File: config.mk
export PLATFORM = sky130hd
export DESIGN_NAME = hps_cfg_top
export DESIGN_NICKNAME = d
export VERILOG_FILES = /design/src/verilog/hps_cfg_pkg.sv /design/src/verilog/hps_cfg_top.sv /design/src/verilog/pll_cfg_writer.sv /design/src/verilog/reconfig_fifo.sv /design/src/verilog/io_cmd_decoder.sv
export SDC_FILE = /design/constraint.sdc
export NUM_CORES = 1
export LEC_CHECK = 0
export BUFFER_PORTS_ARGS = -buffer_cell sky130_fd_sc_hd__buf_2
export CORE_ASPECT_RATIO = 0.75
export CORE_UTILIZATION = 54
export CTS_CLUSTER_SIZE = 16
export DETAILED_ROUTE_END_ITERATION = 10
export GPL_TIMING_DRIVEN = 0
export PLACE_DENSITY = 0.75
export SLEW_MARGIN = 20
export SYNTH_ARGS = -nofsm -noshare
export SYNTH_HDL_FRONTEND = slang
export SYNTH_SLANG_ARGS = --single-unit
File: constraint.sdc
create_clock -name FPGA_CLK2_50 -period 3.4 [get_ports FPGA_CLK2_50]
set_input_delay 0.34 -clock FPGA_CLK2_50 [delete_from_list [all_inputs] [get_ports FPGA_CLK2_50]]
set_output_delay 0.34 -clock FPGA_CLK2_50 [all_outputs]
set_load 0.005 [all_outputs]
File: src/verilog/hps_cfg_pkg.sv
package hps_cfg_pkg;

	// ====================
	// Host link
	// ====================
	localparam int io_width = 16;
	localparam int cnt_width = 4;

	localparam logic [7:0] cmd_cfg = 8'h01;
	localparam logic [7:0] cmd_timing = 8'h20;

	// Timing words ahead of the custom triples
	localparam logic [cnt_width-1:0] timing_count = 4'd8;

	// Flag positions in the config word
	localparam int bit_dvi = 7;
	localparam int bit_audio_96k = 6;
	localparam int bit_ypbpr = 5;
	localparam int bit_csync = 3;

	// ====================
	// Video timing
	// ====================
	localparam int timing_width = 12;

	// 1280x720@60 CEA
	localparam logic [timing_width-1:0] def_width = 12'd1280;
	localparam logic [timing_width-1:0] def_hfp = 12'd110;
	localparam logic [timing_width-1:0] def_hs = 12'd40;
	localparam logic [timing_width-1:0] def_hbp = 12'd220;
	localparam logic [timing_width-1:0] def_height = 12'd720;
	localparam logic [timing_width-1:0] def_vfp = 12'd5;
	localparam logic [timing_width-1:0] def_vs = 12'd5;
	localparam logic [timing_width-1:0] def_vbp = 12'd20;

	// ====================
	// PLL reconfiguration
	// ====================
	localparam int reg_addr_width = 6;
	localparam int reg_data_width = 32;
	localparam logic [reg_addr_width-1:0] reg_mode_default = 6'd31;
	localparam logic [reg_addr_width-1:0] reg_start = 6'd2;

	// Pending write queue, depth is a power of two
	localparam int fifo_ptr_width = 3;
	localparam logic [fifo_ptr_width:0] fifo_depth = 4'd8;

	typedef struct packed {
		logic [reg_addr_width-1:0] addr;
		logic [reg_data_width-1:0] data;
	} reconfig_write_t;

endpackage
File: src/verilog/hps_cfg_top.sv
`timescale 1ns/1ps

module hps_cfg_top (
	input  logic                                      FPGA_CLK2_50,
	input  logic                                      resetd,
	// Host link
	input  logic                                      io_clk,
	input  logic                                      io_uio,
	input  logic [hps_cfg_pkg::io_width-1:0]          io_din,
	output logic                                      io_ack,
	// Mode flags
	output logic                                      dvi_mode,
	output logic                                      audio_96k,
	output logic                                      ypbpr_en,
	output logic                                      csync,
	// Video timing
	output logic [hps_cfg_pkg::timing_width-1:0]      width,
	output logic [hps_cfg_pkg::timing_width-1:0]      hfp,
	output logic [hps_cfg_pkg::timing_width-1:0]      hs,
	output logic [hps_cfg_pkg::timing_width-1:0]      hbp,
	output logic [hps_cfg_pkg::timing_width-1:0]      height,
	output logic [hps_cfg_pkg::timing_width-1:0]      vfp,
	output logic [hps_cfg_pkg::timing_width-1:0]      vs,
	output logic [hps_cfg_pkg::timing_width-1:0]      vbp,
	// PLL reconfiguration master
	input  logic                                      mgmt_waitrequest,
	output logic                                      mgmt_write,
	output logic [hps_cfg_pkg::reg_addr_width-1:0]    mgmt_address,
	output logic [hps_cfg_pkg::reg_data_width-1:0]    mgmt_writedata,
	output logic                                      cfg_ready
);

	logic                         push;
	logic                         pop;
	logic                         full;
	logic                         empty;
	hps_cfg_pkg::reconfig_write_t push_data;
	hps_cfg_pkg::reconfig_write_t pop_data;

	io_cmd_decoder io_cmd_decoder_inst (
		.FPGA_CLK2_50 (FPGA_CLK2_50),
		.resetd       (resetd),
		.io_clk       (io_clk),
		.io_uio       (io_uio),
		.io_din       (io_din),
		.full         (full),
		.io_ack       (io_ack),
		.push         (push),
		.push_data    (push_data),
		.dvi_mode     (dvi_mode),
		.audio_96k    (audio_96k),
		.ypbpr_en     (ypbpr_en),
		.csync        (csync),
		.width        (width),
		.hfp          (hfp),
		.hs           (hs),
		.hbp          (hbp),
		.height       (height),
		.vfp          (vfp),
		.vs           (vs),
		.vbp          (vbp)
	);

	reconfig_fifo reconfig_fifo_inst (
		.FPGA_CLK2_50 (FPGA_CLK2_50),
		.resetd       (resetd),
		.push         (push),
		.push_data    (push_data),
		.pop          (pop),
		.pop_data     (pop_data),
		.full         (full),
		.empty        (empty)
	);

	pll_cfg_writer pll_cfg_writer_inst (
		.FPGA_CLK2_50     (FPGA_CLK2_50),
		.resetd           (resetd),
		.empty            (empty),
		.pop_data         (pop_data),
		.mgmt_waitrequest (mgmt_waitrequest),
		.pop              (pop),
		.mgmt_write       (mgmt_write),
		.mgmt_address     (mgmt_address),
		.mgmt_writedata   (mgmt_writedata),
		.cfg_ready        (cfg_ready)
	);

endmodule

File: src/verilog/pll_cfg_writer.sv
`timescale 1ns/1ps

module pll_cfg_writer (
	input  logic                                      FPGA_CLK2_50,
	input  logic                                      resetd,
	input  logic                                      empty,
	input  hps_cfg_pkg::reconfig_write_t              pop_data,
	input  logic                                      mgmt_waitrequest,
	output logic                                      pop,
	output logic                                      mgmt_write,
	output logic [hps_cfg_pkg::reg_addr_width-1:0]    mgmt_address,
	output logic [hps_cfg_pkg::reg_data_width-1:0]    mgmt_writedata,
	output logic                                      cfg_ready
);

	logic load;

	// Idle master with something queued
	assign load = !mgmt_write && !empty;

	// Write accepted on this edge
	assign pop = mgmt_write && !mgmt_waitrequest;

	// ====================
	// Master handshake
	// ====================
	always_ff @(posedge FPGA_CLK2_50) begin
		if (resetd) begin
			mgmt_write <= 1'b0;
			cfg_ready <= 1'b0;
		end else begin
			if (pop) begin
				mgmt_write <= 1'b0;
				// Start register kicks off the PLL
				if (mgmt_address == hps_cfg_pkg::reg_start)
					cfg_ready <= 1'b1;
			end else if (load) begin
				mgmt_write <= 1'b1;
			end
		end
	end

	// Address and data of the pending write
	always_ff @(posedge FPGA_CLK2_50) begin
		if (load) begin
			mgmt_address <= pop_data.addr;
			mgmt_writedata <= pop_data.data;
		end
	end

	// A stalled write keeps its request and payload
	assert property (@(posedge FPGA_CLK2_50) disable iff (resetd)
		(mgmt_write && mgmt_waitrequest) |=>
			(mgmt_write && $stable(mgmt_address) && $stable(mgmt_writedata)))
		else $error("master write changed while waitrequest was high");

endmodule

File: src/verilog/reconfig_fifo.sv
`timescale 1ns/1ps

module reconfig_fifo (
	input  logic                          FPGA_CLK2_50,
	input  logic                          resetd,
	input  logic                          push,
	input  hps_cfg_pkg::reconfig_write_t  push_data,
	input  logic                          pop,
	output hps_cfg_pkg::reconfig_write_t  pop_data,
	output logic                          full,
	output logic                          empty
);

	hps_cfg_pkg::reconfig_write_t         mem [hps_cfg_pkg::fifo_depth];
	logic [hps_cfg_pkg::fifo_ptr_width-1:0] wr_ptr;
	logic [hps_cfg_pkg::fifo_ptr_width-1:0] rd_ptr;
	logic [hps_cfg_pkg::fifo_ptr_width:0]   count;

	assign full = (count == hps_cfg_pkg::fifo_depth);
	assign empty = (count == '0);

	// Head entry
	assign pop_data = mem[rd_ptr];

	// ====================
	// Pointers and count
	// ====================
	always_ff @(posedge FPGA_CLK2_50) begin
		if (resetd) begin
			wr_ptr <= '0;
			rd_ptr <= '0;
			count <= '0;
		end else begin
			if (push)
				wr_ptr <= wr_ptr + 1'b1;
			if (pop)
				rd_ptr <= rd_ptr + 1'b1;
			// Simultaneous push and pop leaves the count alone
			if (push && !pop)
				count <= count + 1'b1;
			else if (pop && !push)
				count <= count - 1'b1;
		end
	end

	// Storage
	always_ff @(posedge FPGA_CLK2_50) begin
		if (push)
			mem[wr_ptr] <= push_data;
	end

	assert property (@(posedge FPGA_CLK2_50) disable iff (resetd) push |-> !full)
		else $error("push while queue full");

	assert property (@(posedge FPGA_CLK2_50) disable iff (resetd) pop |-> !empty)
		else $error("pop while queue empty");

endmodule

File: src/verilog/io_cmd_decoder.sv
`timescale 1ns/1ps

module io_cmd_decoder (
	input  logic                                       FPGA_CLK2_50,
	input  logic                                       resetd,
	input  logic                                       io_clk,
	input  logic                                       io_uio,
	input  logic [hps_cfg_pkg::io_width-1:0]           io_din,
	input  logic                                       full,
	output logic                                       io_ack,
	output logic                                       push,
	output hps_cfg_pkg::reconfig_write_t               push_data,
	output logic                                       dvi_mode,
	output logic                                       audio_96k,
	output logic                                       ypbpr_en,
	output logic                                       csync,
	output logic [hps_cfg_pkg::timing_width-1:0]       width,
	output logic [hps_cfg_pkg::timing_width-1:0]       hfp,
	output logic [hps_cfg_pkg::timing_width-1:0]       hs,
	output logic [hps_cfg_pkg::timing_width-1:0]       hbp,
	output logic [hps_cfg_pkg::timing_width-1:0]       height,
	output logic [hps_cfg_pkg::timing_width-1:0]       vfp,
	output logic [hps_cfg_pkg::timing_width-1:0]       vs,
	output logic [hps_cfg_pkg::timing_width-1:0]       vbp
);

	logic                                    clk_meta;
	logic                                    clk_sync;
	logic                                    accept_ok;
	logic                                    strobe;
	logic                                    has_cmd;
	logic [7:0]                              cmd;
	logic [hps_cfg_pkg::cnt_width-1:0]       word_cnt;
	logic [hps_cfg_pkg::io_width-1:0]        cfg_word;
	logic                                    cfg_got;
	logic                                    custom_seen;
	logic                                    start_pend;
	logic [hps_cfg_pkg::reg_addr_width-1:0]  cust_addr;
	logic [hps_cfg_pkg::io_width-1:0]        cust_lo;

	// ====================
	// Host handshake
	// ====================

	// Hold off while the queue cannot take another entry
	assign accept_ok = !full && !push && !start_pend;
	assign strobe = (clk_sync != io_ack) && accept_ok;

	always_ff @(posedge FPGA_CLK2_50) begin
		if (resetd) begin
			clk_meta <= 1'b0;
			clk_sync <= 1'b0;
			io_ack <= 1'b0;
		end else begin
			clk_meta <= io_clk;
			clk_sync <= clk_meta;
			if (accept_ok)
				io_ack <= clk_sync;
		end
	end

	assign dvi_mode = cfg_word[hps_cfg_pkg::bit_dvi];
	assign audio_96k = cfg_word[hps_cfg_pkg::bit_audio_96k];
	assign ypbpr_en = cfg_word[hps_cfg_pkg::bit_ypbpr];
	assign csync = cfg_word[hps_cfg_pkg::bit_csync];

	// ====================
	// Command parser
	// ====================
	always_ff @(posedge FPGA_CLK2_50) begin
		if (resetd) begin
			has_cmd <= 1'b0;
			cmd <= 8'h00;
			word_cnt <= '0;
			cfg_word <= '0;
			cfg_got <= 1'b0;
			custom_seen <= 1'b0;
			start_pend <= 1'b0;
			push <= 1'b0;
			width <= hps_cfg_pkg::def_width;
			hfp <= hps_cfg_pkg::def_hfp;
			hs <= hps_cfg_pkg::def_hs;
			hbp <= hps_cfg_pkg::def_hbp;
			height <= hps_cfg_pkg::def_height;
			vfp <= hps_cfg_pkg::def_vfp;
			vs <= hps_cfg_pkg::def_vs;
			vbp <= hps_cfg_pkg::def_vbp;
		end else begin
			push <= 1'b0;

			// Start write follows the default-mode write
			if (start_pend && !push && !full) begin
				push <= 1'b1;
				push_data.addr <= hps_cfg_pkg::reg_start;
				push_data.data <= '0;
				start_pend <= 1'b0;
			end

			if (!io_uio) begin
				has_cmd <= 1'b0;
			end else if (strobe) begin
				if (!has_cmd) begin
					has_cmd <= 1'b1;
					cmd <= io_din[7:0];
					word_cnt <= '0;
				end else if (cmd == hps_cfg_pkg::cmd_cfg) begin
					cfg_word <= io_din;
					if (!cfg_got) begin
						cfg_got <= 1'b1;
						push <= 1'b1;
						push_data.data <= '0;
						if (custom_seen) begin
							push_data.addr <= hps_cfg_pkg::reg_start;
						end else begin
							push_data.addr <= hps_cfg_pkg::reg_mode_default;
							start_pend <= 1'b1;
						end
					end
				end else if (cmd == hps_cfg_pkg::cmd_timing) begin
					word_cnt <= word_cnt + 1'b1;
					if (word_cnt < hps_cfg_pkg::timing_count) begin
						case (word_cnt[2:0])
							3'd0: width <= io_din[hps_cfg_pkg::timing_width-1:0];
							3'd1: hfp <= io_din[hps_cfg_pkg::timing_width-1:0];
							3'd2: hs <= io_din[hps_cfg_pkg::timing_width-1:0];
							3'd3: hbp <= io_din[hps_cfg_pkg::timing_width-1:0];
							3'd4: height <= io_din[hps_cfg_pkg::timing_width-1:0];
							3'd5: vfp <= io_din[hps_cfg_pkg::timing_width-1:0];
							3'd6: vs <= io_din[hps_cfg_pkg::timing_width-1:0];
							default: vbp <= io_din[hps_cfg_pkg::timing_width-1:0];
						endcase
					end else begin
						// Triple: address, data low, data high
						case (word_cnt[1:0])
							2'd0: cust_addr <= io_din[hps_cfg_pkg::reg_addr_width-1:0];
							2'd1: cust_lo <= io_din;
							default: begin
								push <= 1'b1;
								push_data.addr <= cust_addr;
								push_data.data <= {io_din, cust_lo};
								custom_seen <= 1'b1;
								word_cnt <= hps_cfg_pkg::timing_count;
							end
						endcase
					end
				end
			end
		end
	end

	// Queue full is owned by the buffer
	assert property (@(posedge FPGA_CLK2_50) disable iff (resetd) push |-> !full)
		else $error("decoder pushed into a full queue");

endmodule

==> metrics.txt, run 1 <==
status=complete, no violations; Worst Path Max Fanout=10; Critical Path AT=roughly 3600 ps; fin crit share=between 90% and 100%; cell total after placement=between 2000 and 2500; unrepaired setup endpoints after global routing=no; maximum number of pins on one net before global-route repair=48; Max-cap violations=0; Synth warnings=0; Hold Crit Class=input pin to register; 1st-iter DRT viols=between 1500 and 2000; Total Power=between 10 and 15 mW; Chip Height=171 µm; Peak Freq=between 0.3 and 0.4 GHz; Initial Util=between 50 and 60%; initial antenna violation count=1; antenna cells=0; post-synthesis cell type count=52; Worst Path Required=around 3700 ps; synth-to-layout area growth=16.8%; Die Wd=approximately 230 µm; Core Area=around 37000 µm²; vias in the first global route=about 13000; DRC viols=0; EDFF count, synth=approximately 400; CTS tree=yes; Setup CP Type=register to register; die area=about 39000 µm²; max-slew violation count=0; combinational share of power=9.6%; H-tree levels=2; Final GP Congestion=0.896; fin cells=around 2100; Post-Syn Area=approximately 21000 µm²; worst setup margin=175 ps; P_sw=around 3.3 mW; hold slack=approximately 13 ps; Synth Area per Inst=15.4 µm²; vias=between 10000 and 15000; post-synth top area cell=edfxtp_1; startpoint types=register; I/O Buffers=160; Fin. Hold Viols=0; cells on worst reg2reg path=5; Detailed Place HPWL=between 30000 and 40000 µm; sequential power share=53.9%; total gr overflow=0; Setup-failing EPs final=0; asr flop ratio synth=0%; Power Density=around 570 nW/µm²; Critical Path End Type=register; actual slew at the worst max-slew pin=1020 ps; num ports=around 160; Pre-antenna DRT Iters=6; top post-synthesis cells by count=edfxtp_1, dfxtp_1, nand3_1, o21ai_0, clkbuf_1; Top FF cell, synth=edfxtp_1; first-pass GRT wire length=79200 µm; clock slew at reported path FFs=70 ps; Post-Synthesis Cells=around 1300; top cells by area, synth=edfxtp_1, dfxtp_1, mux4_2; net switching fraction of the power=between 20% and 30%; # clock sinks=~530; Avg WL per Cell=25.0 µm; number of nets in the layout=about 1600; Hold Path Stages=1; Num CTS Buffers=48; synthesized flop and latch total=about 530; most common cell in the netlist=edfxtp_1; Synth top area share=58.4%; Via-to-Cell Ratio=6.33; post-CTS setup buffers=0; Routed Antenna Nets=0; Worst Skew=approximately 26 ps; Tmin final=3220 ps; clock root buffer=clkbuf_16; Internal=~11 mW; worst skew pair latency=~580 ps; Leak=roughly 8 nW; final wirelength=53000 µm; clock share of power=36.4%; Place WS=~100 ps; register area share after synthesis=a little under three quarters; Global Route Usage Sum=between 20 and 30%; row count=between 60 and 70; Filler cells=2649; layout cells sized above 1=23.6%; Syn Nets=around 1400; max_slew headroom=approximately 32%; clk buf depth=3; Max IR drop VDD=between 300 and 400 µV
[state kept, by name, indices dropped and copies added, names as in the netlist, 8 cells and up]
register,flops
reconfig_fifo_inst.mem,304
io_cmd_decoder_inst.vfp,12
io_cmd_decoder_inst.push_data,38
io_cmd_decoder_inst.hfp,12
io_cmd_decoder_inst.hs,12
io_cmd_decoder_inst.width,12
io_cmd_decoder_inst.cmd,8
io_cmd_decoder_inst.cust_lo,16
io_cmd_decoder_inst.height,12
io_cmd_decoder_inst.vbp,12
io_cmd_decoder_inst.hbp,12
io_cmd_decoder_inst.vs,12
pll_cfg_writer_inst.mgmt_writedata,32
[through the flow]
step / TNS, ps / cell area (µm²) / utilization (%)
after floorplan: 0 / 20700 / -
after global placement: -342850 / 22100 / 59.1
after detailed placement: 0 / 22600 / 60.4
after CTS: 0 / 24100 / 64.5
after global routing: 0 / 24100 / 64.6
final: 0 / 24100 / 64.6
[logic make-up (layout without fill, tap and decap cells)]
family | after synthesis | in the layout | share of synthesized area, %
xor+xnor | 8 | 8 | 0.339
buf+inv | 124 | 402 | 2.42
fa+ha+maj | 11 | 11 | 0.702
flops | 534 | 534 | 71.2
mux | 120 | 120 | 10.7
simple gates | 271 | 271 | 7.05
compound gates | 271 | 271 | 7.63
[cells in the final DEF (no fill, tap or decap), drive strengths merged, types with 4 or more instances in the layout]
cell           n
and3           4
xnor2          4
o31ai          5
inv           12
a2111oi        9
o21ai        109
nand4         17
nor2          29
a22o          22
ha            10
clkbuf       164
clkinvlp       4
buf          191
mux4          76
xor2           4
a211o          4
nor2b          8
and4          10
nand2b         6
edfxtp       402
mux2          40
nand2         17
and2          13
mux2i          4
a22oi         13
nor4          12
a21oi         94
dfxtp        132
nor3          17
clkinv        21
nand3        124
dlygate4sd3    9
[power groups by stage]
stage | Clock (mW) | Sequential, mW | Combinational [mW]
floorplan | 0 | 7.60 | 0.759
global placement | 0 | 7.62 | 1.24
detailed placement | 0 | 7.60 | 1.31
CTS | 5.08 | 7.47 | 1.33
global route | 5.31 | 7.48 | 1.44
finish | 5.04 | 7.46 | 1.33
[worst max-delay path, stage by stage, from the launching register on]
cell,delay (ps)
dfxtp_1,340
clkbuf_1,210
buf_1,700
buf_1,830
mux4_2,630
mux2_2,270
[timing repair]
item,4_1_cts,5_1_grt
resized for setup,0,2
hold buffers,9,0
endpoints found under the hold margin,9,0
endpoints found under the setup margin,0,9
[layer usage]
| layer | GRT usage [%] | up-vias | part of all wire [%] | routed length [µm] |
|---|---|---|---|---|
| met4 | 8.99 | 2 | 3.1 | 1670 |
| li1 | - | 5758 | - | - |
| met3 | 6.08 | 131 | 10 | 5390 |
| met1 | 38.8 | 6741 | 41 | 21700 |
| met2 | 41.8 | 797 | 46 | 24200 |
| met5 | 0 | - | 0.015 | 8 |
[cell type report]
type	instances	area, µm²	area share, %
plain buffers	114	469	1.94
clock buffers	60	1250	5.16
clock inverters	28	184	0.762
inverters	10	37.5	0.155
multi-input cells	681	5550	23.0
flip-flops and latches	534	14700	60.9
well taps	504	631	2.61
repair buffers	190	1320	5.45
[final timing paths]
path | to | slack (ps) | from
setup / recovery | pll_cfg_writer_inst.mgmt_address[0] | 180 | reconfig_fifo_inst.rd_ptr[0]
hold / removal | io_cmd_decoder_inst.cust_addr[2] | 10 | io_din[2]
setup reg to reg | pll_cfg_writer_inst.mgmt_address[0] | 180 | reconfig_fifo_inst.rd_ptr[0]
hold reg to reg | io_cmd_decoder_inst.clk_sync | 440 | io_cmd_decoder_inst.clk_meta
No activity file was read; power rests on OpenSTA's default activity.
==> inputs of run 2 (changes only) <==
- RECOVER_POWER: not set -> 25
- SYNTH_HIERARCHICAL: not set -> 1
==> run 2 against run 1 <==
  * Critical path depth grew 2
  * Final area grew 0.69%
  * Combinational power shrank 39%
  * Sequential cell count grew 3
  * Critical path type unchanged
==> metrics.txt, run 2 <==
Chip Height=~170 µm; Worst Path Required=3820 ps; mux cell area share after synthesis=between 10% and 20%; num ports=162; Critical Path End Type=register; asr flop ratio synth=0%; synth-to-layout area growth=17.7%; Largest regs=reconfig_fifo_inst/mem (304), io_cmd_decoder_inst/push_data (38), pll_cfg_writer_inst/mgmt_writedata (32); post-synthesis cell type count=56; maximum number of pins on one net before global-route repair=48; layout cells sized above 1=between 20% and 30%; Worst Skew=28.4 ps; P_sw=about 3 mW; Power Density=around 570 nW/µm²; Largest register FFs=304; Setup-failing EPs final=0; CP startpoint=reconfig_fifo_inst/count[1]; RR Startpoint=reconfig_fifo_inst/count[1]; row count=61; worst path cell trace=nor4b_1 -> nor4b_4 -> and4_1 -> buf_2 -> a21oi_2 -> buf_2 -> a22o_1; Routed Antenna Nets=0; Post-Synthesis Cells=~1300; die area=roughly 39000 µm²; Most flops, register=reconfig_fifo_inst/mem; cell total after placement=approximately 2000; reg-to-reg endpoint=io_cmd_decoder_inst/push_data[24]; Final GP Congestion=0.883; initial antenna violation count=3; Tmin final=approximately 2900 ps; register area share after synthesis=71.5%; Synth top area share=58.4%; vias in the first global route=12500; post_cts resized=0; Critical Path AT=between 3000 and 4000 ps; Worst Path Max Fanout=10; R2R Setup Slk=just over 500 ps; fin cells=roughly 2100; max_slew headroom=around a third; post-synthesis compound-gate area fraction=approximately 7.2%; register area=14800 µm²; top post-synthesis cells by count=edfxtp_1, nand3_1, dfxtp_1, o21ai_0, a21oi_1; multi-input logic area=roughly 5400 µm²; net switching fraction of the power=21.4%; Max-cap violations=0; top cells by area, synth=edfxtp_1, dfxtp_1, mux4_2; Global Route Usage Sum=between 20 and 30%; # clock sinks=about 540; largest family of logic cells by synthesized area=multiplexers; startpoint types=register; hold slack=25.6 ps; Top FF cell, synth=edfxtp_1; Post-Syn Area=20700 µm²; most frequent cells in the layout=edfxtp_1, buf_2, nand3_1; CTS tree=yes; Detailed Place HPWL=roughly 32000 µm; Post-Synth XOR/XNOR Area=less than 1%; H-tree levels=2; Avg WL per Cell=23.8 µm; Syn Nets=approximately 1300; Hold Crit Class=input pin to register; total gr overflow=0; CP max stage cell=nor4b_1; clock root buffer=clkbuf_16; Initial Util=~55%; Final TNS setup=0 ps; 1st-iter DRT viols=around 1400; status=complete, no violations; fin crit share=85.1%; Internal=10.8 mW; actual slew at the worst max-slew pin=about 1000 ps; DRC viols=0; final wirelength=between 50000 and 60000 µm; Synth Area per Inst=between 15 and 20 µm²; CTS Hold Buffers Added=10; number of nets in the layout=between 1500 and 2000; sequential power share=53.4%; Pre-antenna DRT Iters=5; Num CTS Buffers=50; EDFF count, synth=roughly 400; synthesized flop and latch total=approximately 540; post-CTS setup buffers=0; Setup CP Type=register to register; first-pass GRT wire length=between 70000 and 80000 µm; Total Power=approximately 14 mW; clock slew at reported path FFs=about 60 ps; unrepaired setup endpoints after global routing=no; worst skew pair latency=roughly 600 ps; Filler cells=2601; CP most frequent cell=buf_2; Core Area=37400 µm²; commonest non-fill, non-tap cell in the layout=edfxtp_1; Worst path max stage delay=about 860 ps; combinational share of power=between 5 and 6%; most common cell in the netlist=edfxtp_1; Synth warnings=6; Synth Area in Adders=less than 1%; Place WS=565 ps; Via-to-Cell Ratio=between 6 and 7; Leak=between 8 and 9 nW; Simple-Gate Fraction of Synth Area=6.59%; clk buf depth=3; worst setup margin=506 ps; I/O Buffers=between 150 and 200; Peak Freq=0.346 GHz; clock share of power=~40%; Max IR drop VDD=approximately 330 µV; cells on worst reg2reg path=7; Fin. Hold Viols=0; max-slew violation count=0; post-synth top area cell=edfxtp_1; CP endpoint=io_cmd_decoder_inst/push_data[24]; Die Wd=approximately 230 µm; vias=12800
-- run 2: layout make-up --
| type | count | share of cell area (%) |
|---|---|---|
| Inverter | 10 | 0.154 |
| Tap cell | 504 | 2.59 |
| Sequential cell | 537 | 60.8 |
| Buffer | 105 | 2.08 |
| Multi-Input combinational cell | 662 | 22.3 |
| Antenna cell | 3 | 0.0309 |
| Timing Repair Buffer | 190 | 5.32 |
| Clock inverter | 29 | 1.26 |
| Clock buffer | 65 | 5.50 |
-- run 2: cells by family (layout without fill, tap and decap cells) --
kind of cell | Yosys count | count (layout)
flops | 537 | 537
compound gates | 259 | 259
simple gates | 257 | 257
mux | 128 | 128
buf+inv | 115 | 399
fa+ha+maj | 11 | 11
xor+xnor | 7 | 7
other cells | 0 | 3
-- run 2: worst max-delay path: cells and delay by family (launching register included) --
kind / cells / cell delay, ps
compound gates: 2 / 550
flops: 1 / 360
simple gates: 3 / 1270
buf+inv: 2 / 560
-- run 2: power by group through the flow --
stage          Combinational, mW  Sequential, mW  Clock [mW]
3_3_place_gp               0.765            7.50           0
4_1_cts                    0.824            7.36        5.67
6_report                   0.814            7.35        5.60
3_5_place_dp               0.807            7.49           0
2_1_floorplan              0.472            7.48           0
5_1_grt                    0.882            7.37        5.91
-- run 2: metal layers --
layer	vias up	track usage, %	part of all wire [%]
li1	5622	-	-
met2	667	42.2	48
met1	6426	34.8	41
met5	-	0	0
met3	113	4.23	8.1
met4	0	8.99	3.0
-- run 2: through the flow --
| step | utilization, % | instance area, µm² |
|---|---|---|
| 6_report | 65.0 | 24300 |
| 5_1_grt | 65.0 | 24300 |
| 4_1_cts | 65.0 | 24300 |
| 3_5_place_dp | 60.3 | 22600 |
| 3_3_place_gp | 59.1 | 22100 |
| 2_1_floorplan | - | 20700 |
-- run 2: worst min path at each step --
stage                                       from                        endpoint  slack, ps  depth (start not counted)
floorplan                                 resetd   pll_cfg_writer_inst/cfg_ready        410                          1
global placement    io_cmd_decoder_inst/clk_meta    io_cmd_decoder_inst/clk_sync        430                          1
detailed placement  io_cmd_decoder_inst/clk_meta    io_cmd_decoder_inst/clk_sync        430                          1
CTS                                    io_din[2]  io_cmd_decoder_inst/cust_lo[2]          4                          1
global route                    mgmt_waitrequest  pll_cfg_writer_inst/mgmt_write         40                          3
finish                          mgmt_waitrequest  pll_cfg_writer_inst/mgmt_write         30                          3
